<file path="config.mk">
export PLATFORM = sky130hd
export DESIGN_NAME = ReorderBuffer
export DESIGN_NICKNAME = d
export VERILOG_FILES = /design/src/backendPkg.sv /design/src/uopPkg.sv /design/src/ReorderBuffer.sv
export SDC_FILE = /design/constraint.sdc
export NUM_CORES = 2
export LEC_CHECK = 0
export ABC_AREA = 1
export BUFFER_PORTS_ARGS = -buffer_cell sky130_fd_sc_hd__buf_2
export CAP_MARGIN = 20
export CELL_PAD_IN_SITES_DETAIL_PLACEMENT = 1
export CELL_PAD_IN_SITES_GLOBAL_PLACEMENT = 2
export CORE_MARGIN = 3
export CORE_UTILIZATION = 41
export CTS_CLUSTER_DIAMETER = 150
export DETAILED_ROUTE_END_ITERATION = 6
export GPL_ROUTABILITY_DRIVEN = 0
export HOLD_SLACK_MARGIN = 0.02
export PLACE_DENSITY_LB_ADDON = 0.1
export SETUP_SLACK_MARGIN = 0.02
export SLEW_MARGIN = 20
export SYNTH_ARGS = -nofsm -noshare
export SYNTH_HDL_FRONTEND = slang
export SYNTH_SLANG_ARGS = --single-unit
</file>
<file path="constraint.sdc">
create_clock -name clk -period 5.6 [get_ports clk]
set_input_delay 1.12 -clock clk [delete_from_list [all_inputs] [get_ports clk]]
set_output_delay 1.12 -clock clk [all_outputs]
set_load 0.03 [all_outputs]
</file>
<file path="src/backendPkg.sv">
package backendPkg;

    // machine sizing.
    localparam int ALU_SIZE = 4;
    localparam int ROB_SIZE = 16;
    localparam int XLEN = 32;
    localparam int REG_IDX_W = 5;

    // multiplier bits retired per cycle.
    localparam int MUL_STEP = 8;
    localparam int MUL_CYCLES = XLEN / MUL_STEP;

    localparam int ROB_IDX_W = $clog2(ROB_SIZE);
    localparam int LANE_IDX_W = $clog2(ALU_SIZE);
    localparam int MUL_CNT_W = $clog2(MUL_CYCLES);

    typedef logic [XLEN-1:0] Word;

    typedef logic [ROB_IDX_W-1:0] RobIdx;

    // one extra bit so a full buffer can be told apart from an empty one.
    typedef logic [ROB_IDX_W:0] RobCount;

    typedef logic [REG_IDX_W-1:0] RegIdx;

    typedef logic [ALU_SIZE-1:0] LaneMask;

    typedef logic [LANE_IDX_W-1:0] LaneIdx;

    typedef logic [MUL_CNT_W-1:0] MulCount;

    // slice of the multiplier consumed in one step.
    typedef logic [MUL_STEP-1:0] MulDigit;

endpackage

</file>
<file path="src/uopPkg.sv">
package uopPkg;

    // encodings are fixed, the stimulus file uses them directly.
    typedef enum logic [2:0] {
        ADD = 3'd0,
        SUB = 3'd1,
        AND = 3'd2,
        OR  = 3'd3,
        XOR = 3'd4,
        SLT = 3'd5,
        MUL = 3'd6
    } AluOp;

    typedef enum logic {
        IDLE    = 1'b0,
        MULBUSY = 1'b1
    } LaneState;

    // decoded micro-op with its operand values already resolved.
    typedef struct packed {
        AluOp              op;
        backendPkg::RegIdx rd;
        backendPkg::Word   srcA;
        backendPkg::Word   srcB;
    } MicroOp;

    typedef struct packed {
        MicroOp            uop;
        backendPkg::RobIdx robIdx;
    } IssueBundle;

    typedef struct packed {
        backendPkg::RobIdx robIdx;
        backendPkg::RegIdx rd;
        backendPkg::Word   result;
    } WbBundle;

    // one retired result, leaving in program order.
    typedef struct packed {
        backendPkg::RobIdx robIdx;
        backendPkg::RegIdx rd;
        backendPkg::Word   value;
    } CommitBundle;

endpackage

</file>
<file path="src/ReorderBuffer.sv">
`timescale 1ns/1ps

module ReorderBuffer (
    input  logic                clk,
    input  logic                rstN,
    input  logic                alloc,
    output backendPkg::RobIdx   allocIdx,
    output logic                full,
    input  backendPkg::LaneMask wbValid,
    input  uopPkg::WbBundle     wb [backendPkg::ALU_SIZE],
    output logic                commitValid,
    output uopPkg::CommitBundle commit
);

    logic [backendPkg::ROB_SIZE-1:0] done;
    backendPkg::RegIdx               rdMem [backendPkg::ROB_SIZE];
    backendPkg::Word                 valueMem [backendPkg::ROB_SIZE];
    backendPkg::RobIdx               head;
    backendPkg::RobIdx               tail;
    backendPkg::RobCount             count;

    assign allocIdx = tail;
    assign full = (count == backendPkg::RobCount'(backendPkg::ROB_SIZE));

    // the head retires as soon as its result is in.
    assign commitValid = done[head];
    assign commit.robIdx = head;
    assign commit.rd = rdMem[head];
    assign commit.value = valueMem[head];

    always_ff @(posedge clk) begin
        if (!rstN) begin
            head <= '0;
            tail <= '0;
            count <= '0;
        end else begin
            if (alloc) begin
                tail <= tail + backendPkg::RobIdx'(1);
            end
            if (commitValid) begin
                head <= head + backendPkg::RobIdx'(1);
            end
            case ({alloc, commitValid})
                2'b10:   count <= count + backendPkg::RobCount'(1);
                2'b01:   count <= count - backendPkg::RobCount'(1);
                default: count <= count;
            endcase
        end
    end

    // a lane never writes back to the entry that is leaving this cycle.
    always_ff @(posedge clk) begin
        if (!rstN) begin
            done <= '0;
        end else begin
            if (commitValid) begin
                done[head] <= 1'b0;
            end
            for (int i = 0; i < backendPkg::ALU_SIZE; i++) begin
                if (wbValid[i]) begin
                    done[wb[i].robIdx] <= 1'b1;
                end
            end
        end
    end

    always_ff @(posedge clk) begin
        for (int i = 0; i < backendPkg::ALU_SIZE; i++) begin
            if (wbValid[i]) begin
                rdMem[wb[i].robIdx] <= wb[i].rd;
                valueMem[wb[i].robIdx] <= wb[i].result;
            end
        end
    end

endmodule

</file>
== Word level (Yosys, flattened, before mapping) ==
Memory sizes are Yosys's and may differ from the RTL's. A register that Yosys moved wholly into a read port is not among the register bits.
Index checks and enable logic that the tools add are counted.
Word-level totals
  register bits: 29
  bits in latches: 0
  memory bits (writable): 592
  bits in read-only memories: 0
  bits of input ports: 171
  output and inout port bits: 47
  memories: 2
Memory list
  valueMem: words 16, width 32, read ports 1, clocked after memory_dff 1, write ports 4, line ReorderBuffer.sv:17  | backendPkg::Word valueMem [backendPkg::ROB_SIZE];
  rdMem: words 16, width 5, read ports 1, clocked after memory_dff 1, write ports 4, line ReorderBuffer.sv:16  | backendPkg::RegIdx rdMem [backendPkg::ROB_SIZE];
Operators by class
  add/subtract/negate cells: 4
  $mul: 0
  divide/modulo/power cells: 0
  $lt $le $gt $ge: 10
  eq/ne operators: 3
  shifts and indexed selects: 0
  muxes and demuxes: 34
  bitwise gates (word level): 6
  reduce and logical (&&, ||, !) cells: 6
Operators by type and width (number)
  16-bit two-way mux: 9
  16-bit bitwise OR: 4
  4-bit by 5-bit < comparator with 1-bit output, second input constant: 5
  1-bit demux with 4-bit select: 5
  4-bit by 1-bit >= comparator with 1-bit output, second input constant: 5
  16-bit bitwise AND: 1
  4-bit two-way mux: 4
  16-bit NOT: 1
  1-bit two-way mux: 14
  5-bit one-hot mux with 2 select lines: 1
  4-bit by 1-bit adder with 4-bit output, second input constant: 2
  5-bit by 1-bit adder with 5-bit output, second input constant: 1
  5-bit == test, second input constant: 1
  1-bit logical AND: 5
  5-bit by 1-bit subtractor with 5-bit output, second input constant: 1
  1-bit binary-select mux with 4-bit select: 1
  2-bit by 1-bit == test with 1-bit output, second input constant: 1
  2-bit == test, second input constant: 1
  2-bit nonzero test: 1

== Logic depth before layout (Yosys ltp) ==
  depth after elaboration: 19
  depth in mapped cells: 19
  mapped depth without buffers: 16

== Worst setup path before layout ==
No wires, ideal clock.
  kind: in2reg
  start: in wbValid[3]
  end: mem rdMem[14][0] (netlist name) (enable)
  setup time: 0.392 ns
  data arrival time: 2.787 ns
  setup slack: 2.422 ns
  stages on the path: 8
  path buffers: 2
  cell sequence: buf_4 nand3_1 nor2_2 inv_1 o21ai_1 buf_4 nor2_1 inv_1
RTL lines
  start: declaration: line ReorderBuffer.sv:9  | input backendPkg::LaneMask wbValid,
  end: declaration: line ReorderBuffer.sv:16

==> key figures <==
Finish
  • Final core utilization: a little under half
  • Fraction of layout cells with a size suffix above 1: 11.3%
  • Area growth from synthesis to layout: 9.72%
  • Final net count: 5218
  • Fill count: ~12000
  • Non-Filler Instances: 6462

Flow run
  • # Max-Cap Violations: 0

CTS
  • Clock transition at path regs: roughly 0.060 ns
  • Clk root buf: clkbuf_16
  • # Post-CTS Setup Buffers: 0
  • H-tree Lvls: 3
  • CTS Buf Count: 80
  • CTS Hold Bufs: 0
  • Clock Sinks: 625
  • Post-CTS Resized: 0
  • CTS tree: done
  • Clock buffer depth: 3
  • Clk_lat worst skew: approximately 0.66 ns

Die
  • Die span in y: 325 µm
  • Boundary pin count: between 200 and 250
  • Standard-cell row count: 116
  • Initial Utilization: 41.5%
  • Chip Width: roughly 320 µm
  • Core Area: 100000 µm²
  • Die ar.: 106000 µm²

Synth
  • Synth cell types: 43
  • Cells after synthesis: 5224
  • Synth top area share: 42.6%
  • Number of synthesized register bits: 625
  • Synth area leaders: edfxtp_1, a21oi_1, nand2_1
  • Average size of a mapped cell: 7.99 µm²
  • Syn. warnings: 0
  • Synthesized Nets: around 5400
  • Cell Area, Synth: 41700 µm²
  • Leading area contributor after synthesis: edfxtp_1
  • Sequential area share after synthesis: 44.2%

Drt
  • Wirelength per Cell: 34.1 µm
  • Routed wire length: 221000 µm
  • DRT Pass-1 Iters: 6
  • Vias: between 40000 and 50000
  • # DRC: 0
  • Initial DRC Count: 6248
  • Vias per cell: 6.88
  • Final antenna-violating net count: 0

Run status
  • Status: finished clean

STA
  • Final Setup Violations: 0
  • Final Slew Violations: 0
  • Final Cycle Share: 82.1%
  • Final hold vios: 0
  • RSZ-0062 raised after global routing: no
  • FMAX: 217 MHz
  • Sum Neg Setup Slack: 0 ns
  • Slew @ Worst Pin: 1.17 ns
  • Hold_ws: between 0.4 and 0.5 ns
  • Relative slew slack: 21.4%
  • Clock period minus worst slack: roughly 4.6 ns
  • Post-Route Skew: 0.0188 ns

Critical path
  • Crit path DAT: 3.48 ns
  • Crit. End Element: primary output
  • Critical path's top delay family: buffers and inverters
  • Crit-path max FO: 29
  • Cell Chain, Critical Path: clkinv_2 -> buf_4 -> o211ai_1 -> nand3_1 -> nand2_1 -> buf_2
  • Bufs and invs on worst path: 3
  • Slowest-stage cell, CP: clkinv_2
  • Slowest stage delay, CP: 0.89 ns
  • CP Class: flip-flop to primary output
  • Critical Path RT: 4.48 ns
  • Worst Setup Start Kind: flip-flop

GRT
  • Initial antenna violation count: 7
  • Gr usage total: 40.2%
  • Largest net degree at the start of global routing: 90
  • Grt total ovfl: 0
  • Global-route wire length before repair: 313000 µm
  • Vias in the first global route: 43787

Placed design
  • DPL Wire Length: ~130000 µm
  • Dpl cells: 6310
  • Port bufs: 217

Pwr
  • Leak: 16.9 nW
  • Pwr Density: ~360 nW/µm²
  • Peak VDD IR: ~0.00028 V

Worst hold path
  • Hold WC Path Type: flip-flop to flip-flop
[layer usage]
| metal | GRT usage (%) | vias to the layer above | wire length [µm] |
|---|---|---|---|
| met3 | 10.1 | 786 | 27100 |
| met1 | 52.6 | 21890 | 84000 |
| met4 | 20.5 | 14 | 13100 |
| met5 | 0 | - | 204 |
| li1 | - | 18429 | - |
| met2 | 61.8 | 3331 | 96200 |
[synth_stat cells, drive strengths merged]
cell,number
ha,9
o21ai,478
a211oi,8
a21oi,1049
o221ai,76
nor3,10
buf,227
a31oi,74
xor2,3
o22ai,262
fa,1
nand2,871
xnor2,2
o211ai,222
a21o,1
clkbuf,384
nand4,8
dfxtp,33
inv,363
edfxtp,592
nor2,136
o31ai,1
nand3,260
nand3b,1
mux2i,148
clkinv,5
[final cells by class]
type,count,area [µm²],share of cell area [%]
multi-input cells,3620,19500,42.6
flip-flops and latches,625,18500,40.3
repair buffers,342,2220,4.85
clock buffers,105,2180,4.76
well taps,1357,1700,3.71
inverters,368,1400,3.05
clock inverters,41,329,0.719
diodes,4,10.0,0.0219
[worst register-to-register path: cells and delay by family (launching register included)]
| family | cells | cell delay, ns |
|---|---|---|
| XOR/XNOR | 1 | 0.16 |
| AND/OR/NAND/NOR | 7 | 0.93 |
| buffers and inverters | 2 | 0.32 |
| adder cells (fa/ha/maj) | 2 | 0.72 |
| AO/OA/AOI/OAI | 3 | 0.45 |
| flip-flops | 1 | 0.67 |
[placed cells by master, fill, tap and decap left out, drive strengths merged, types with 74 or more instances in the layout]
cell type / count
inv: 365
a21oi: 1049
buf: 342
o221ai: 76
o211ai: 222
edfxtp: 592
o21ai: 478
nand2: 871
o22ai: 262
a31oi: 74
clkbuf: 105
mux2i: 148
nand3: 260
nor2: 136
[path summary, 6_finish.rpt]
check	startpoint	endpoint	slack (ns)	depth (start not counted)
worst max-delay path	flip-flop	commit[34]	1.00	6
worst min-delay path	allocIdx[3]	allocIdx[3]	0.44	1
worst max register to register	head[0]	count[4]	2.29	15
worst min register to register	allocIdx[3]	allocIdx[3]	0.44	1
[sequential cells by signal, summed over array words and instances (netlist names), named ones only]
register	cells
rdMem	80
count	5
head	4
allocIdx	4
done	16
valueMem	512
[metrics by stage]
stage | power, mW | setup WS [ns] | area [µm²]
3_3_place_gp | 11.1 | 1.44 | 43200
2_1_floorplan | 9.37 | 2.42 | 41700
3_5_place_dp | 11.2 | 1.31 | 43200
5_1_grt | 17.0 | 1.02 | 45800
4_1_cts | 16.3 | 1.12 | 45700
6_report | 16.5 | 1.00 | 45800
[cell families (layout without fill, tap and decap cells)]
logic type | Yosys count | after routing | synth area share (%)
buffers and inverters | 979 | 856 | 9.74
other | 0 | 4 | 0
XOR/XNOR | 5 | 5 | 0.105
multiplexers | 148 | 148 | 3.55
adder cells (fa/ha/maj) | 10 | 10 | 0.318
AO/OA/AOI/OAI | 2171 | 2171 | 29.3
flip-flops | 625 | 625 | 44.2
AND/OR/NAND/NOR | 1286 | 1286 | 12.8
[where the power goes]
group,internal (mW),switching (mW),total [mW]
clock,2.96,2.23,5.19
combinational,1.62,3.81,5.42
sequential,5.57,0.274,5.84
total,10.1,6.31,16.5
No activity file was read; power rests on OpenSTA's default activity.
