===== src/backendPkg.sv =====
package backendPkg;

    // machine sizing.
    localparam int ALU_SIZE = 4;
    localparam int ROB_SIZE = 16;
    localparam int XLEN = 32;
    localparam int REG_IDX_W = 5;

    // multiplier bits retired per cycle.
    localparam int MUL_STEP = 8;
    localparam int MUL_CYCLES = XLEN / MUL_STEP;

    localparam int ROB_IDX_W = $clog2(ROB_SIZE);
    localparam int LANE_IDX_W = $clog2(ALU_SIZE);
    localparam int MUL_CNT_W = $clog2(MUL_CYCLES);

    typedef logic [XLEN-1:0] Word;

    typedef logic [ROB_IDX_W-1:0] RobIdx;

    // one extra bit so a full buffer can be told apart from an empty one.
    typedef logic [ROB_IDX_W:0] RobCount;

    typedef logic [REG_IDX_W-1:0] RegIdx;

    typedef logic [ALU_SIZE-1:0] LaneMask;

    typedef logic [LANE_IDX_W-1:0] LaneIdx;

    typedef logic [MUL_CNT_W-1:0] MulCount;

    // slice of the multiplier consumed in one step.
    typedef logic [MUL_STEP-1:0] MulDigit;

endpackage


===== src/uopPkg.sv =====
package uopPkg;

    // encodings are fixed, the stimulus file uses them directly.
    typedef enum logic [2:0] {
        ADD = 3'd0,
        SUB = 3'd1,
        AND = 3'd2,
        OR  = 3'd3,
        XOR = 3'd4,
        SLT = 3'd5,
        MUL = 3'd6
    } AluOp;

    typedef enum logic {
        IDLE    = 1'b0,
        MULBUSY = 1'b1
    } LaneState;

    // decoded micro-op with its operand values already resolved.
    typedef struct packed {
        AluOp              op;
        backendPkg::RegIdx rd;
        backendPkg::Word   srcA;
        backendPkg::Word   srcB;
    } MicroOp;

    typedef struct packed {
        MicroOp            uop;
        backendPkg::RobIdx robIdx;
    } IssueBundle;

    typedef struct packed {
        backendPkg::RobIdx robIdx;
        backendPkg::RegIdx rd;
        backendPkg::Word   result;
    } WbBundle;

    // one retired result, leaving in program order.
    typedef struct packed {
        backendPkg::RobIdx robIdx;
        backendPkg::RegIdx rd;
        backendPkg::Word   value;
    } CommitBundle;

endpackage


===== src/AluLane.sv =====
`timescale 1ns/1ps

module AluLane (
    input  logic               clk,
    input  logic               rstN,
    input  logic               start,
    input  uopPkg::IssueBundle issue,
    output logic               busy,
    output logic               wbValid,
    output uopPkg::WbBundle    wb
);

    uopPkg::LaneState    state;
    backendPkg::MulCount stepCnt;
    backendPkg::Word     acc;
    backendPkg::Word     mulA;
    backendPkg::Word     mulB;
    backendPkg::Word     partial;
    backendPkg::RobIdx   tagIdx;
    backendPkg::RegIdx   tagRd;
    logic                startMul;

    function automatic backendPkg::Word aluCompute(
        input uopPkg::AluOp    op,
        input backendPkg::Word a,
        input backendPkg::Word b
    );
        case (op)
            uopPkg::ADD: aluCompute = a + b;
            uopPkg::SUB: aluCompute = a - b;
            uopPkg::AND: aluCompute = a & b;
            uopPkg::OR:  aluCompute = a | b;
            uopPkg::XOR: aluCompute = a ^ b;
            uopPkg::SLT: aluCompute = backendPkg::Word'($signed(a) < $signed(b));
            default:     aluCompute = '0;
        endcase
    endfunction

    // one shifted partial product, upper bits fall off the word.
    function automatic backendPkg::Word stepProduct(
        input backendPkg::Word     a,
        input backendPkg::MulDigit digit
    );
        stepProduct = a * backendPkg::Word'(digit);
    endfunction

    assign startMul = start && (issue.uop.op == uopPkg::MUL);
    assign partial = stepProduct(mulA, mulB[backendPkg::MUL_STEP-1:0]);
    assign busy = (state == uopPkg::MULBUSY);

    always_ff @(posedge clk) begin
        if (!rstN) begin
            state <= uopPkg::IDLE;
            stepCnt <= '0;
            wbValid <= 1'b0;
        end else begin
            wbValid <= 1'b0;
            case (state)
                uopPkg::IDLE: begin
                    if (startMul) begin
                        state <= uopPkg::MULBUSY;
                        stepCnt <= backendPkg::MulCount'(1);
                    end else if (start) begin
                        wbValid <= 1'b1;
                    end
                end
                uopPkg::MULBUSY: begin
                    stepCnt <= stepCnt + backendPkg::MulCount'(1);
                    if (stepCnt == backendPkg::MulCount'(backendPkg::MUL_CYCLES - 1)) begin
                        state <= uopPkg::IDLE;
                        wbValid <= 1'b1;
                    end
                end
                default: state <= uopPkg::IDLE;
            endcase
        end
    end

    // the issue cycle already folds in the lowest digit of the multiplier.
    always_ff @(posedge clk) begin
        if (state == uopPkg::IDLE && start) begin
            tagIdx <= issue.robIdx;
            tagRd <= issue.uop.rd;
            wb.robIdx <= issue.robIdx;
            wb.rd <= issue.uop.rd;
            wb.result <= aluCompute(issue.uop.op, issue.uop.srcA, issue.uop.srcB);
            acc <= stepProduct(issue.uop.srcA, issue.uop.srcB[backendPkg::MUL_STEP-1:0]);
            mulA <= issue.uop.srcA << backendPkg::MUL_STEP;
            mulB <= issue.uop.srcB >> backendPkg::MUL_STEP;
        end else if (busy) begin
            acc <= acc + partial;
            mulA <= mulA << backendPkg::MUL_STEP;
            mulB <= mulB >> backendPkg::MUL_STEP;
            wb.robIdx <= tagIdx;
            wb.rd <= tagRd;
            wb.result <= acc + partial;
        end
    end

endmodule


===== config.mk =====
export PLATFORM = sky130hd
export DESIGN_NAME = AluLane
export DESIGN_NICKNAME = d
export VERILOG_FILES = /design/src/backendPkg.sv /design/src/uopPkg.sv /design/src/AluLane.sv
export SDC_FILE = /design/constraint.sdc
export NUM_CORES = 1
export LEC_CHECK = 0
export ABC_AREA = 0
export BUFFER_PORTS_ARGS = -buffer_cell sky130_fd_sc_hd__buf_2
export CORE_ASPECT_RATIO = 0.9
export CORE_MARGIN = 2
export CORE_UTILIZATION = 35
export CTS_CLUSTER_SIZE = 12
export DETAILED_ROUTE_END_ITERATION = 10
export PLACE_DENSITY_LB_ADDON = 0.3
export SLEW_MARGIN = 20
export SYNTH_ARGS = -nofsm -noshare
export SYNTH_HDL_FRONTEND = slang
export SYNTH_SLANG_ARGS = --single-unit

===== constraint.sdc =====
create_clock -name clk -period 6.3 [get_ports clk]
set_input_delay 1.26 -clock clk [delete_from_list [all_inputs] [get_ports clk]]
set_output_delay 1.26 -clock clk [all_outputs]
set_load 0.02 [all_outputs]

# == Word level (Yosys, flattened, before mapping) ==
# Cells that the tools add are included.
# op_classes
n_addsub,4
mul,2
magnitude_cmp,1
eq_ne,8
muxes,18
bitwise_logic,4
reduce_logical,4
# ops
cell,count
$pmux 32 s6,1
$mux 32,4
$mux 41,2
$add 32x32->32,2
$mux 24,2
$and 32x32->32,1
$lt 32x32->1,1
$mul 32x8->32,1
$or 32x32->32,1
$sub 32x32->32,1
$xor 32x32->32,1
$mul 24x8->24,1
$eq 3x3->1 const B,3
$eq 3x2->1 const B,2
$mux 1,5
$pmux 1 s2,2
$pmux 2 s2,1
$eq 3x1->1 const B,1
$logic_not 3->1,1
$add 2x1->2 const B,1
$eq 2x2->1 const B,1
$logic_and 1x1->1,2
$mux 2,1
$ne 2x2->1 const B,1
other kinds (2),2
# word_totals
reg_bits,134
input_bits,79
elab_cells,52

# == Longest topological paths before layout ==
# depth
ltp_word,4
depth_mapped,30
mapped_depth_nobuf,28

# == Worst setup path before layout ==
# Ideal clock, no wire load.
# synth_path
kind,register -> register
from,reg mulB[4]
to,reg acc[31] (data pin)
setup_time_ns,0.265
t_arrival_ns,6.255
path_slack_ns,-0.220
stages_incl_launch_ff,28
n_path_buf,3
period_less_slack_ns,6.520
cell_sequence,edfxtp_1 > clkbuf_1 > clkbuf_1 > nand2_1 > fa_1 > fa_1 > inv_1 > fa_1 > inv_1 > fa_1 > inv_1 > ha_1 > o21a_1 > o21a_1 > o21a_1 > a21o_1 > a21oi_1 > xnor2_1 > ha_1 > clkbuf_1 > a2111o_1 > or4_1 > nand3_1 > nand3_1 > a41oi_1 > xnor3_1 > nand2_1 > o41ai_2
# synth_via
elab_chain_cells,4
# synth_rtl
item,line_no,rtl
"start, declared",AluLane.sv:17,backendPkg::Word mulB;
"start signal, assigned",AluLane.sv:89,mulB <= issue.uop.srcB >> backendPkg::MUL_STEP;
"start signal, assigned",AluLane.sv:93,mulB <= mulB >> backendPkg::MUL_STEP;
$mul 24x8->24,AluLane.sv:44,stepProduct = a * backendPkg::Word'(digit);
$add 32x32->32,AluLane.sv:91,acc <= acc + partial;
$mux 32,AluLane.sv:90,end else if (busy) begin
$mux 32,AluLane.sv:81,if (state == uopPkg::IDLE && start) begin
"end signal, assigned",AluLane.sv:87,"acc <= stepProduct(issue.uop.srcA, issue.uop.srcB[backendPkg::MUL_STEP-1:0]);"
"end signal, assigned",AluLane.sv:91,
"end, declared",AluLane.sv:15,backendPkg::Word acc;
# Every way passes these cells. The select of a mux whose other input is x is not followed.
# A chain may end at the register's enable or synchronous reset.

# == Final worst setup path ==
# layout_path
from,reg mulB[2]
to,reg wb[31] (netlist name) (data pin)
# layout_via
elab_chain_cells,4
# layout_rtl
item,line_no,rtl
$mul 24x8->24,AluLane.sv:44,
$add 32x32->32,AluLane.sv:96,wb.result <= acc + partial;
$mux 41,AluLane.sv:90,
$mux 41,AluLane.sv:81,
"end, declared",AluLane.sv:10,output uopPkg::WbBundle wb
# Every way passes these cells. The select of a mux whose other input is x is not followed.

==> metrics.md <==
| Metric | Value |
|---|---|
| Clk slew on worst S/H paths | 0.06 ns |
| Largest net degree at the start of global routing | 116 |
| Io pins | 122 |
| Critical path startpoint category | register |
| Async set or reset register ratio after synthesis | 0% |
| Lkg Pwr | 12.1 nW |
| Fin worst setup slack | -0.182 ns |
| Rel. slew slack | 27.2% |
| Fin crit period | 6.48 ns |
| Seq cells post-synth | 134 |
| Worst Setup End Kind | register |
| H-tree levels | 4 |
| Yosys top cell area share | 24.6% |
| Most used cell along the critical path | fa_1 |
| Vias in the first global route | 19,900 |
| # setup viols final | 12 |
| Max VDD drop | 0.000772 V |
| Max Cap Violations | 0 |
| Fillers | 6,028 |
| Worst stage delay on the critical path | 0.55 ns |
| # hold bufs at CTS | 0 |
| Sequential area share after synthesis | 18.3% |
| Commonest non-fill, non-tap cell in the layout | nand2_1 |
| Clock Path Buffers | 2 |
| Hold_sp | tagIdx[3] |
| Pint | 0.00892 W |
| Routability Congestion | 0.998 |
| Die height | 240 um |
| Remaining Overflow, GRT | 0 |
| Post-Synth Adder-Cell Area | 35.7% |
| Commonest cells after routing, fill and taps aside | 340 x nand2_1, 328 x inv_1, 293 x buf_4, 265 x fa_1, 217 x nor2_1 |
| Main flop type after synthesis | edfxtp_1 |
| First-pass GRT wire length | 127,000 um |
| Die area | 64,200 um2 |
| Worst hold path class | register to register |
| Mux share of post-synthesis cell area | 0.662% |
| Simple-Gate Fraction of Synth Area | 17.0% |
| IO Port Bufs | 121 |
| Synth warn | 0 |
| Synth Instances | 2,523 |
| CTS tree | built |
| Setup Skew | 0.0131 ns |
| Top cells by area, synth | fa_1 25%, edfxtp_1 18%, ha_1 11% |
| Critical path's slowest cell | fa_1 |
| Max-slew violation count | 0 |
| WS Path Type | register to register |
| Critical Path Start | mulB[2] |
| EDFF count, synth | 130 |
| Fmax | 154 MHz |
| Power Dens Cells | 667 nW/um2 |
| Unrepaired setup endpoints after global routing | true |
| Vias post-DR | 19,900 |
| Root buffer cell | clkbuf_16 |
| Sw frac | 49.6% |
| Antenna Nets Post-Route | 0 |
| Final #Nets | 3,412 |
| Final Cycle Share | 103% |
| Area Overhead vs Synth | 21.8% |
| Status | complete, but fails checks |
| Flop pwr share | 9.1% |
| DR pass1 iterations | 5 |
| Core area | 61,300 um2 |
| Initial antenna violation count | 1 |
| Complex-gate fraction of the synthesized area | 16.6% |
| Crit path max fanout | 5 |
| Post-Syn Area | 21,700 um2 |
| # DRC | 0 |
| Total clock sinks | 134 |
| Layout cell share with drive strength beyond 1 | 19.9% |
| Syn nets | 3,062 |
| Logic pwr share | 85.2% |
| Worst-Skew Late Latency | 0.46 ns |
| Diodes inserted | 0 |
| Switch Pwr | 0.00876 W |
| Failing checks | negative setup slack |
| Worst reg2reg startpoint | mulB[2] |
| Largest family of logic cells by synthesized area | adder cells |
| Synth cell types | 83 |
| Cell-by-cell trace of the critical path | buf_6 > and2_4 > fa_1 > fa_1 > fa_1 > inv_1 > fa_1 > inv_2 > ha_4 > o21a_1 > o21a_1 > o21a_1 > a21o_1 > a21oi_2 > xnor2_1 > ha_1 > a2111o_1 > or4_4 > nand3_4 > nand3_4 > a41oi_2 > xnor3_1 > nand2_2 > o21ai_1 |
| Pre-CTS worst setup slack | -0.540 ns |
| Slew @ Worst Pin | 1.09 ns |
| Placed cell count | 3,618 |
| DRT Wirelength | 85,500 um |
| Final number of hold-violating endpoints | 0 |
| Row count | 86 |
| Non-filler instance count after layout | 3,678 |
| Die X | 267 um |
| DRT iter0 DRCs | 1,819 |
| Clock power share | 5.6% |
| Total GRT Usage | 26.9% |
| Initial Util | 35.5% |
| Worst Path Required | 6.47 ns |
| Hpwl dp | 69,600 um |
| Post-synthesis xor/xnor area fraction | 4.13% |
| Wire per inst | 23.3 um |
| CP arrival | 6.65 ns |
| DR vias/cell | 5.41 |
| Syn avg cell area | 8.62 um2 |
| TritonCTS buffer count | 17 |
| Synth area leader | fa_1 |
sequential cells by signal, summed over array words and instances (netlist names):
signal   flops
acc         32
busy         1
mulA        24
mulB        24
stepCnt      2
tagIdx       4
tagRd        5
wb          41
wbValid      1
per-stage QoR:
stage	area [um2]	utilization (%)	power, W	TNS [ns]	hold WS [ns]
CTS	26200	42.8	0.0165	-0.980	0.523
global route	26500	43.2	0.0188	-4.57	0.554
floorplan	21800	-	0.00877	0	0.491
finish	26500	43.2	0.0177	-1.51	0.518
global placement	25200	41.0	0.0139	-4.48	0.497
detailed placement	25200	41.0	0.0141	-5.26	0.507
worst max-delay path, delay by kind of cell (launching register included):
kind            cells  cell delay [ns]
compound gates      8             1.48
xor+xnor            2             0.41
fa+ha+maj           6             2.49
buf+inv             3             0.27
flops               1             0.50
simple gates        5             1.02
layer usage:
layer  global-route usage [%]  vias to the layer above  share of wire [%]  wire (um)
met1                     39.5                     9897                 46      39600
met4                     5.09                        2                1.6       1360
met2                     40.5                      831                 43      36900
met5                        0                        -              0.014         12
li1                         -                     9086                  -          -
met3                     5.95                       90                8.9       7630
path summary, 6_finish.rpt:
path                                to  slack [ns]  cells after the start
worst max register to register  wb[31]       -0.18                     24
worst min register to register  wb[40]        0.52                      2
worst max-delay path            wb[31]       -0.18                     24
worst min-delay path            wb[40]        0.52                      2
repair_timing:
item                                    in CTS  in global routing
endpoints found under the setup margin      13                 21
gates resized for setup                     72                 45
buffers inserted                            24                  4
pin swaps                                   44                 20
synth_stat cells, drive strengths merged, types with 5 or more instances:
cell type,number
mux2i,11
o221ai,13
inv,335
o41ai,7
a22oi,6
xnor2,72
o311ai,5
o2111ai,5
nor4,6
or2,7
a41oi,6
a31oi,21
a21oi,127
and3,8
nor3,40
or3,9
buf,24
nand2b,14
nand4,6
xor2,28
clkbuf,77
a21o,35
ha,193
nand3,26
o22ai,10
o21a,18
nor2b,9
fa,267
o31a,5
edfxtp,130
a211oi,24
o31ai,10
and2,122
a211o,7
o21bai,24
nor2,219
o21ai,162
o211ai,16
nand2,346
power by group through the flow:
stage               registers (W)  logic, W  clock network, W
global placement          0.00162    0.0123                 0
detailed placement        0.00162    0.0125                 0
global route              0.00163    0.0161           0.00104
CTS                       0.00161    0.0139           0.00101
finish                    0.00161    0.0151          0.000996
floorplan                 0.00169   0.00708                 0
cells by family (layout without fill, tap and decap cells):
group | Yosys count | count (layout)
muxes | 14 | 14
and+or+nand+nor | 826 | 826
xor gates and xnor gates | 101 | 101
adders and majority gates | 460 | 460
DFF | 134 | 134
AOI/OAI and AO/OA | 549 | 549
buffers and inverters | 439 | 802
cell type report:
class                      instances  area, um2  share of cell area (%)
inverter                         338       1270                    4.80
timing repair buffer             432       3030                    11.4
tap                              792        991                    3.74
clock buffer                      20        447                    1.69
sequential                       134       3980                    15.0
clock inverter                    12        123                   0.463
multi-input combinational       1950      16700                    62.9
(Power assumes the default switching activity.)
