--- src/backendPkg.sv ---
package backendPkg;

    // machine sizing.
    localparam int ALU_SIZE = 4;
    localparam int ROB_SIZE = 16;
    localparam int XLEN = 32;
    localparam int REG_IDX_W = 5;

    // multiplier bits retired per cycle.
    localparam int MUL_STEP = 8;
    localparam int MUL_CYCLES = XLEN / MUL_STEP;

    localparam int ROB_IDX_W = $clog2(ROB_SIZE);
    localparam int LANE_IDX_W = $clog2(ALU_SIZE);
    localparam int MUL_CNT_W = $clog2(MUL_CYCLES);

    typedef logic [XLEN-1:0] Word;

    typedef logic [ROB_IDX_W-1:0] RobIdx;

    // one extra bit so a full buffer can be told apart from an empty one.
    typedef logic [ROB_IDX_W:0] RobCount;

    typedef logic [REG_IDX_W-1:0] RegIdx;

    typedef logic [ALU_SIZE-1:0] LaneMask;

    typedef logic [LANE_IDX_W-1:0] LaneIdx;

    typedef logic [MUL_CNT_W-1:0] MulCount;

    // slice of the multiplier consumed in one step.
    typedef logic [MUL_STEP-1:0] MulDigit;

endpackage

--- src/uopPkg.sv ---
package uopPkg;

    // encodings are fixed, the stimulus file uses them directly.
    typedef enum logic [2:0] {
        ADD = 3'd0,
        SUB = 3'd1,
        AND = 3'd2,
        OR  = 3'd3,
        XOR = 3'd4,
        SLT = 3'd5,
        MUL = 3'd6
    } AluOp;

    typedef enum logic {
        IDLE    = 1'b0,
        MULBUSY = 1'b1
    } LaneState;

    // decoded micro-op with its operand values already resolved.
    typedef struct packed {
        AluOp              op;
        backendPkg::RegIdx rd;
        backendPkg::Word   srcA;
        backendPkg::Word   srcB;
    } MicroOp;

    typedef struct packed {
        MicroOp            uop;
        backendPkg::RobIdx robIdx;
    } IssueBundle;

    typedef struct packed {
        backendPkg::RobIdx robIdx;
        backendPkg::RegIdx rd;
        backendPkg::Word   result;
    } WbBundle;

    // one retired result, leaving in program order.
    typedef struct packed {
        backendPkg::RobIdx robIdx;
        backendPkg::RegIdx rd;
        backendPkg::Word   value;
    } CommitBundle;

endpackage

--- src/Dispatch.sv ---
`timescale 1ns/1ps

module Dispatch (
    input  logic                clk,
    input  logic                rstN,
    input  logic                uopValid,
    input  uopPkg::MicroOp      uop,
    input  backendPkg::LaneMask laneBusy,
    input  logic                robFull,
    input  backendPkg::RobIdx   allocIdx,
    output logic                stall,
    output logic                alloc,
    output backendPkg::LaneMask issueValid,
    output uopPkg::IssueBundle  issue
);

    backendPkg::LaneMask occupied;
    backendPkg::LaneIdx  rrPtr;
    backendPkg::LaneIdx  pick;
    logic                accept;

    // a lane being issued to right now has not raised busy yet.
    assign occupied = laneBusy | issueValid;

    assign stall = robFull || (&occupied);
    assign accept = uopValid && !stall;

    // the tail index is taken by this op, so the buffer advances now.
    assign alloc = accept;

    // first free lane at or after the round-robin pointer.
    always_comb begin : pickLane
        backendPkg::LaneIdx idx;
        logic               found;
        pick = rrPtr;
        found = 1'b0;
        for (int i = 0; i < backendPkg::ALU_SIZE; i++) begin
            idx = rrPtr + backendPkg::LaneIdx'(i);
            if (!found && !occupied[idx]) begin
                pick = idx;
                found = 1'b1;
            end
        end
    end

    always_ff @(posedge clk) begin
        if (!rstN) begin
            issueValid <= '0;
            rrPtr <= '0;
        end else begin
            if (accept) begin
                issueValid <= backendPkg::LaneMask'(1) << pick;
                rrPtr <= pick + backendPkg::LaneIdx'(1);
            end else begin
                issueValid <= '0;
            end
        end
    end

    // shared issue payload, every lane sees it but only the masked one starts.
    always_ff @(posedge clk) begin
        if (accept) begin
            issue.uop <= uop;
            issue.robIdx <= allocIdx;
        end
    end

endmodule

--- config.mk ---
export PLATFORM = sky130hd
export DESIGN_NAME = Dispatch
export DESIGN_NICKNAME = d
export VERILOG_FILES = /design/src/backendPkg.sv /design/src/uopPkg.sv /design/src/Dispatch.sv
export SDC_FILE = /design/constraint.sdc
export NUM_CORES = 1
export LEC_CHECK = 0
export ABC_CLOCK_PERIOD_IN_PS = 10000
export BUFFER_PORTS_ARGS = -buffer_cell sky130_fd_sc_hd__buf_4
export CAP_MARGIN = 30
export CORE_MARGIN = 1
export CORE_UTILIZATION = 45
export DETAILED_ROUTE_END_ITERATION = 16
export PLACE_DENSITY = 0.84
export SKIP_LAST_GASP = 1
export SLEW_MARGIN = 25
export SYNTH_ARGS = -nofsm -noshare
export SYNTH_HDL_FRONTEND = slang
export SYNTH_SLANG_ARGS = --single-unit
--- constraint.sdc ---
create_clock -name clk -period 10 [get_ports clk]
set_input_delay 2 -clock clk [delete_from_list [all_inputs] [get_ports clk]]
set_output_delay 2 -clock clk [all_outputs]
set_load 0.005 [all_outputs]
# Word level (Yosys, flattened, before mapping)
# Index checks and enable logic that the tools add are counted.
totals:
  out_inout_bits: 82
  register_bits: 82
  word_cells: 44
  input_bits: 84
op_classes:
  n_lt_le_gt_ge: 4
  n_shift: 1
  bitwise: 1
  n_reduce_logical: 13
  n_mux: 14
  addsub: 4
op_table:
  columns: ["op", "n"]
  rows:
  - ["2-bit by 3-bit < comparator with 1-bit output (second input constant)", 4]
  - ["1-bit binary-select mux with 2-bit select", 4]
  - ["1-bit two-way mux", 7]
  - ["1-bit logical NOT", 6]
  - ["2-bit two-way mux", 3]
  - ["2-bit by 1-bit adder with 2-bit output (second input constant)", 2]
  - ["2-bit adder (second input constant)", 2]
  - ["1-bit logical AND", 4]
  - ["4-bit OR", 1]
  - ["4-bit AND reduction", 1]
  - ["1-bit by 2-bit left shift with 4-bit output (first input constant)", 1]
  - ["2-bit AND reduction", 1]
  - ["1-bit logical OR", 1]

# Logic depth before layout (Yosys ltp)
# Gate-level depths: netlist (run 1).
depth:
  word_depth: 13
  depth_mapped: 6
  depth_no_buf: 6

# Worst setup path after synthesis (run 1)
# Ideal clock, no wire load.
synth_timing:
  path_kind: "input to output"
  from: "in laneBusy[1]"
  to: "out alloc"
  cell_stages: 3
  required_ps: 8000
  path_buffers: 0
  arrival_time_ps: 5451
  path_slack_ps: 2549
  path_cell_list: "nor2_2 -> nor4_1 -> nor3b_2"
synth_via:
  elab_chain_len: 5
synth_rtl:
  columns: ["element", "line_no", "rtl"]
  rows:
  - ["from (decl)", "Dispatch.sv:8", "input backendPkg::LaneMask laneBusy,"]
  - ["4-bit OR", "Dispatch.sv:23", "assign occupied = laneBusy | issueValid;"]
  - ["4-bit AND reduction", "Dispatch.sv:25", "assign stall = robFull || (&occupied);"]
  - ["1-bit logical OR", "Dispatch.sv:25", null]
  - ["1-bit logical NOT", "Dispatch.sv:26", "assign accept = uopValid && !stall;"]
  - ["1-bit logical AND", "Dispatch.sv:26", null]
  - ["to (decl)", "Dispatch.sv:12", "output logic alloc,"]
# Every way passes these cells.

# Final worst setup path (run 1)
layout_timing:
  from: "in laneBusy[1]"
  to: "out stall"
layout_via:
  elab_chain_len: 3
layout_rtl:
  columns: ["element", "line_no", "rtl"]
  rows:
  - ["4-bit OR", "Dispatch.sv:23", null]
  - ["4-bit AND reduction", "Dispatch.sv:25", null]
  - ["1-bit logical OR", "Dispatch.sv:25", null]
  - ["to (decl)", "Dispatch.sv:11", "output logic stall,"]
# Every way passes these cells.

==> results of run 1 <==
[layout make-up]
type	instances	area (µm²)	share of cell area (%)
tap	72	90.09	2.146
inverter	1	3.754	0.08942
clock buffer	11	131.4	3.130
multi-input combinational	31	225.2	5.365
sequential	82	2402	57.23
timing repair buffer	167	1266	30.16
clock inverter	5	78.83	1.878
[registers in the layout, summed over array words and instances, names as in the netlist]
register / flops
issue: 76
issueValid: 4
rrPtr: 2
[how the worst max path moves through the flow]
stage / from / end / slack [ps] / cells after the start
after floorplan: laneBusy[1] / alloc / 2550 / 3
after global placement: laneBusy[1] / stall / 5040 / 5
after detailed placement: laneBusy[1] / stall / 5030 / 5
after CTS: laneBusy[1] / stall / 5020 / 5
after global routing: laneBusy[1] / stall / 4950 / 5
final: laneBusy[1] / stall / 5020 / 5
[placed cells by master (no fill, tap or decap), types with 2 or more instances in the layout]
cell type   instances
clkbuf_1            2
buf_4             166
o21ai_0             2
nand2_1             2
dfxtp_1             6
clkbuf_8            9
edfxtp_1           76
bufinv_16           2
clkinvlp_4          2
nor3_1              5
nor2_1              5
[cell families after synthesis]
family	count (synthesis)	synth area share, %
AOI/OAI and AO/OA	7	2.812
xor gates and xnor gates	1	0.3337
buffers and inverters	1	0.1429
DFF	82	91.52
muxes	1	0.3813
and+or+nand+nor	22	4.815
[per-stage QoR]
stage / util [%] / instances
5_1_grt: 75.31 / 369
3_3_place_gp: 71.18 / 352
4_1_cts: 74.95 / 368
2_1_floorplan: - / 114
6_report: 75.31 / 369
3_5_place_dp: 71.18 / 352
[worst max-delay path, stage by stage]
cell    delay (ps)
buf_4           80
nor2_2          50
nor4_1         540
or2_2          210
buf_4          100
[report_power, final]
group	switching [mW]	total (mW)	internal [mW]
clock network	0.108	0.248	0.140
logic	0.0249	0.0659	0.0410
registers	0.00487	0.397	0.392
total	0.137	0.710	0.573
[metal layers]
layer  vias up  wire length [µm]
met5         -                 0
met4         0               115
met3        11               686
met2       118              2974
met1       800              1943
li1        808                 -
==> flow_summary.yaml, run 1 <==
clock_tree:
  post_cts_buffers: 0
  clk_latency_ps: 330
  holdBufCountCts: 0
  path_clk_slew_ps: 70
  htreeDepth: 3
  numClockSinks: 82
  cts-buffers-inserted: 9
  cts_buffer_depth: 2
  tritoncts: "yes"
  cts_resized: 0
  root_buffer: "clkbuf_8"
yosys:
  synthCells: 114
  synth.net_count: 198
  synth_edf_count: 76
  synth_top_area_share_pct: 86.94
  ys_ff_latch: 82
  ys_seq_area_share_pct: 91.52
  syn_area_per_cell_um2: 23.03
  synth-main-ff-cell: "edfxtp_1"
  yosysMostFrequentCell: "edfxtp_1"
  ys_top_cells_by_count: "edfxtp_1 (76), dfxtp_1 (6), nor2_1 (5), nor3_1 (5)"
  netlist_area_mm2: 0.002625
  ys_async_sr_fraction_pct: 0
  yosys-top-cells-area: "edfxtp_1 (87%), dfxtp_1 (4.6%), nor3_1 (0.95%)"
  yosysWarnings: 0
  ys_types: 24
  yosysTopAreaCell: "edfxtp_1"
floorplanning:
  die_w_um: 78.38
  die_h_um: 78.38
  start_util_pct: 47.09
  core_mm2: 0.005574
  num_rows: 27
  dieArea_mm2: 0.006143
  ioPinCount: 166
route:
  post-route-drc-count: 0
  drt-wirelength-per-cell_um: 15.50
  vias: 1737
  drt-initial-drc-count: 56
  drtPass1Iterations: 4
  viasPerCell: 4.707
  final_antenna_net_count: 0
  routed_wl_um: 5720
placement:
  pre_cts_ws_ps: 5025
  dp_hpwl_um: 4155
  io_buffers: 165
  globalplace.congestion: 0.7062
  place_area_mm2: 0.003968
critical_path:
  r2r_start: "issueValid[0]"
  crit_path_end_kind: "primary output"
  path_max_fanout: 4
  crit_type: "in -> out"
  cp-start-kind: "input pin"
  worstPathRequired_ps: 8000
  arrival_ps: 2980
  worstRegToRegCells: 7
  worstReg2RegEnd: "rrPtr[0]"
  rrSetupSlack_ps: 7980
grt:
  antenna_found_initial: 0
  first_global_vias: 1681
  grt_util_met3_pct: 7.674
  met1_usage_pct: 20.29
  grt.busiest_layer: "met2"
  gr-usage-met2_pct: 31.67
  grt_max_degree: 82
  grt.overflow.total: 0
  grt_pass1_wl_um: 8197
  grt_use_total_pct: 18.76
pwr:
  p_total_mw: 0.7103
  power.density_mw_per_mm2: 169.2
  p_leak_nw: 1.737
  max-vdd-ir-drop_mv: 0.09507
timing:
  fin_crit_sh_pct: 49.78
  slew_viol_final: 0
  rsz0062_at_grt: "no"
  finalCriticalPeriod_ps: 4978
  finalHoldViolations: 0
  finalSetupViolCount: 0
  fmax_mhz: 200.9
  worstMarginPinSlew_ps: 559.9
  fin_ws_ps: 5022
  clock_skew_ps: 5.833
  setup_tns_ps: 0
  slew_headroom_pct: 62.33
  whs_ps: 578.6
hold_path:
  hold_path_depth: 2
  hold_path.startpoint: "rrPtr[0]"
  hold_end: "rrPtr[0]"
  hold_path.class: "reg -> reg"
finish:
  diodes: 0
  drive_gt1_share_pct: 62.96
  fill_cells: 346
  syn2layout_area_growth_pct: 59.91
  final_area_mm2: 0.004198
  nNetsFinal: 376
status:
  status: "completed"
run:
  maxCapViolCount: 0
(Power assumes the default switching activity.)
==> run 2: changes to the inputs <==
ABC_CLOCK_PERIOD_IN_PS = 4140   (was 10000)
CORE_UTILIZATION = 38   (was 45)
PLACE_DENSITY = 0.76   (was 0.84)
clock period = 4.14 ns   (was 10 ns; I/O delays follow)
==> run 2 against run 1 <==
Effect of this change: count of clock-buffer cells in the layout is 1 lower; worst setup slack lost 3500 ps; register-to-register slack lost 6000 ps; sequential share of layout area up 0.53 points; largest cell class unchanged.
==> flow_summary.yaml, run 2 (synthesized netlist as in run 1, its figures left out) <==
finish:
  syn2layout_area_growth_pct: 58.44
  layout_commonest_cell: "buf_4"
  nNetsFinal: 375
  largest_reg_flops: 76
  fill_cells: 477
  fin_cells: 373
  final_cell_mix: "buf_4 (166), edfxtp_1 (76), clkbuf_8 (9)"
  diodes: 0
  reg_top3: "issue x76, issueValid x4, rrPtr x2"
  regArea_mm2: 0.002402
  largest_register: "issue"
  final_area_mm2: 0.004159
  multiInputGateArea_um2: 225.2
  drive_gt1_share_pct: 62.84
grt:
  grt_pass1_wl_um: 8983
  antenna_found_initial: 0
  grt.overflow.total: 0
  grt_max_degree: 82
  grt_use_total_pct: 17.35
  first_global_vias: 1679
timing:
  finalSetupViolCount: 0
  clock_skew_ps: 6.200
  finalCriticalPeriod_ps: 2626
  worstMarginPinSlew_ps: 980.7
  slew_headroom_pct: 34.62
  fmax_mhz: 380.9
  rsz0062_at_grt: "no"
  finalHoldViolations: 0
  setup_tns_ps: 0
  fin_crit_sh_pct: 63.42
  slew_viol_final: 0
route:
  drt-wirelength-per-cell_um: 17.14
  final_antenna_net_count: 0
  vias: 1766
  drtPass1Iterations: 4
  routed_wl_um: 6393
  drt-initial-drc-count: 82
  viasPerCell: 4.735
  post-route-drc-count: 0
critical_path:
  cp-start-kind: "input pin"
  crit_type: "in -> out"
  crit_path_frequent_cell: "buf_4"
  crit_chain: "buf_4, nor2_2, nor4_1, or2_2, buf_4"
  cp_slowest_stage_delay_ps: 530
  arrival_ps: 1800
  crit_buf_inv: 2
  crit_path_end_kind: "primary output"
  worstPathRequired_ps: 3310
  cp_top_family: "simple AND/OR/NAND/NOR gates"
  path_max_fanout: 4
  critPathSlowestCell: "nor4_1"
pwr:
  power.density_mw_per_mm2: 398.4
  p_leak_nw: 1.718
  max-vdd-ir-drop_mv: 0.1927
  p_total_mw: 1.657
placement:
  place_area_mm2: 0.003974
  post-place-cells: 357
  globalplace.congestion: 0.6904
  dp_hpwl_um: 4782
  io_buffers: 165
clock_tree:
  tritoncts: "yes"
  post_cts_buffers: 0
  root_buffer: "clkbuf_8"
  cts-buffers-inserted: 9
  htreeDepth: 3
  cts_resized: 0
  clk_latency_ps: 340
  cts_buffer_depth: 2
  holdBufCountCts: 0
  path_clk_slew_ps: 70
  numClockSinks: 82
floorplanning:
  ioPinCount: 166
  dieArea_mm2: 0.007245
  num_rows: 29
  die_h_um: 85.12
  core_mm2: 0.006495
  die_w_um: 85.12
  start_util_pct: 40.42
run:
  maxCapViolCount: 0
hold_path:
  hold_path.class: "reg -> reg"
status:
  status: "completed"
run 2: cell types whose count changed in the layout (fill, tap and decap cells not counted):
| cell | delta |
|---|---|
| clkinv_1 | +1 |
| clkbuf_1 | -1 |
| buf_12 | -1 |
| bufinv_16 | -1 |
| clkinv_2 | +1 |
run 2: worst register-to-register path: cells and delay by family, from the launching register on:
family	cells	cell delay (ps)
buffers and inverters	1	770
multiplexers	1	290
flip-flops	1	340
AND/OR/NAND/NOR	4	650
run 2: final cells by class:
cell class              count  area share, %
flip-flops and latches     82          57.76
repair buffers            166          29.96
multi-input cells          31          5.415
clock inverters             6          1.384
clock buffers              10          3.069
inverters                   1        0.09025
well taps                  77          2.316
run 2: worst paths after layout:
kind	from	to	slack [ps]	depth (start not counted)
hold reg to reg	rrPtr[0]	rrPtr[0]	600	2
hold / removal	rrPtr[0]	rrPtr[0]	600	2
setup / recovery	laneBusy[1]	stall	1510	5
setup reg to reg	issueValid[1]	rrPtr[0]	1990	6
run 2: where the power goes:
part           internal [mW]  leakage [nW]  switching [mW]  total (mW)
Sequential             0.947         0.760          0.0124       0.959
Clock                  0.274        0.0874           0.267       0.541
Combinational         0.0970         0.871          0.0596       0.157
Total                   1.32          1.72           0.339        1.66
run 2: stage by stage:
step           setup WS [ps]  utilization (%)  hold WS [ps]
5_1_grt                 1413            64.03         639.2
3_5_place_dp            1369            61.18         581.0
6_report                1514            64.03         595.1
3_3_place_gp            1467            61.18         552.8
4_1_cts                 1507            64.03         589.0
2_1_floorplan          103.6                -         525.9
run 2: per-layer routing:
layer  track usage, %  part of all wire (%)
met1            17.91                    35
met2            30.57                    53
met3            5.156                   8.8
met4            11.40                   3.2
met5                0                     0
==> run 3: changes to the inputs <==
ABC_CLOCK_PERIOD_IN_PS = 2300   (was 4140)
clock period = 2.3 ns   (was 4.14 ns; I/O delays follow)
==> run 3 against run 2 <==
Effect of this change: count of clock-buffer cells in the layout decreased by 1; combinational power rose by 89%; clock power rose by 100%; non-clock buffer count is 4 higher; register-to-register slack worse by 1400 ps; global-route usage grew 0.83 points; critical endpoint is now alloc; largest cell class unchanged; highest routed layer unchanged.
==> flow_summary.yaml, run 3 (synthesized netlist as in run 1, its figures left out) <==
finish:
  reg_top3: "issue x76, issueValid x4, rrPtr x2"
  largest_register: "issue"
  layout_commonest_cell: "buf_4"
  nNetsFinal: 379
  syn2layout_area_growth_pct: 61.77
  final_cell_mix: "buf_4 (170), edfxtp_1 (76), clkbuf_8 (9)"
  largest_reg_flops: 76
  diodes: 0
  fill_cells: 460
  final_area_mm2: 0.004247
  drive_gt1_share_pct: 65.00
  final_util_pct: 65.38
timing:
  fmax_mhz: 505.7
  slew_viol_final: 0
  rsz0062_at_grt: "no"
  finalSetupViolCount: 0
  finalHoldViolations: 0
  fin_ws_ps: 322.4
  clock_skew_ps: 6.361
  whs_ps: 295.4
  slew_headroom_pct: 72.02
  finalCriticalPeriod_ps: 1978
  worstMarginPinSlew_ps: 418.8
  fin_crit_sh_pct: 85.98
route:
  vias: 1778
  post-route-drc-count: 0
  routed_wl_um: 6506
  drt-initial-drc-count: 84
  drt-wirelength-per-cell_um: 17.26
  final_antenna_net_count: 0
  drtPass1Iterations: 4
  viasPerCell: 4.716
clock_tree:
  cts_buffer_depth: 2
  root_buffer: "clkbuf_8"
  cts_resized: 0
  clk_latency_ps: 330
  post_cts_buffers: 0
  htreeDepth: 3
  numClockSinks: 82
  cts-buffers-inserted: 9
  path_clk_slew_ps: 80
  tritoncts: "yes"
  holdBufCountCts: 0
critical_path:
  crit_path_end: "alloc"
  critPathSlowestCell: "dfxtp_1"
  worstSetupStartpoint: "issueValid[0]"
  rrSetupSlack_ps: 590
  cp-start-kind: "flip-flop"
  crit_path_end_kind: "primary output"
  path_max_fanout: 6
  crit_type: "reg -> out"
  cp_slowest_stage_delay_ps: 360
  arrival_ps: 1520
  worstRegToRegCells: 4
  worstPathRequired_ps: 1840
  r2r_start: "issueValid[0]"
  worstReg2RegEnd: "issue[25]"
  crit_chain: "nor2_2, nor4_4, nor3b_4, buf_4"
placement:
  dp_hpwl_um: 4982
  globalplace.congestion: 0.7911
  place_area_mm2: 0.004029
  io_buffers: 165
  pre_cts_ws_ps: 355.1
floorplanning:
  die_w_um: 85.12
  num_rows: 29
  start_util_pct: 40.42
  dieArea_mm2: 0.007245
  ioPinCount: 166
  die_h_um: 85.12
  core_mm2: 0.006495
hold_path:
  hold_path.class: "in -> reg"
  hold_path_depth: 1
pwr:
  p_leak_nw: 1.761
  max-vdd-ir-drop_mv: 0.3962
  power.density_mw_per_mm2: 734.5
grt:
  antenna_found_initial: 0
  grt_max_degree: 27
  first_global_vias: 1700
  grt_use_total_pct: 18.18
  grt.overflow.total: 0
  grt_pass1_wl_um: 9542
run:
  maxCapViolCount: 0
status:
  status: "completed"
-- run 3: worst min-delay path by stage --
stage,to,from,slack [ps]
after floorplan,rrPtr[0],rrPtr[0],530
after global placement,rrPtr[0],rrPtr[0],560
after detailed placement,rrPtr[0],rrPtr[0],570
after CTS,issue[48],uop[44],280
after global routing,issue[68],uop[64],280
final,issue[30],uop[26],300
-- run 3: worst max-delay path, delay by kind of cell, from the launching register on --
kind | cells | cell delay (ps)
buffers and inverters | 1 | 190
flip-flops | 1 | 360
AND/OR/NAND/NOR | 3 | 630
-- run 3: metal layers --
metal | global-route usage (%) | routed length (µm) | vias up
li1 | - | - | 809
met1 | 21.40 | 2389 | 859
met2 | 31.52 | 3454 | 100
met3 | 4.475 | 545 | 10
met4 | 8.320 | 117 | 0
met5 | 0 | 0 | -
-- run 3: power by group --
group          leakage (nW)  switching (mW)  internal [mW]
clock                 0.107           0.488          0.609
combinational         0.895           0.115          0.182
sequential            0.760          0.0227           1.70
total                  1.76           0.625           2.49
-- run 3: cell type report --
cell class / count / area, µm² / share of cell area (%)
timing repair buffer: 170 / 1276 / 30.05
multi-input combinational: 31 / 250.2 / 5.893
tap: 77 / 96.34 / 2.269
inverter: 1 / 3.754 / 0.08839
clock buffer: 9 / 123.9 / 2.917
clock inverter: 7 / 93.84 / 2.210
sequential: 82 / 2402 / 56.57
-- run 3: through the flow --
| stage | power [mW] | cells | setup TNS [ps] |
|---|---|---|---|
| 6_report | 3.119 | 377 | 0 |
| 5_1_grt | 3.243 | 377 | 0 |
| 4_1_cts | 3.156 | 377 | 0 |
| 3_5_place_dp | 2.057 | 361 | 0 |
| 3_3_place_gp | 2.049 | 361 | 0 |
| 2_1_floorplan | 1.834 | 114 | -79460 |
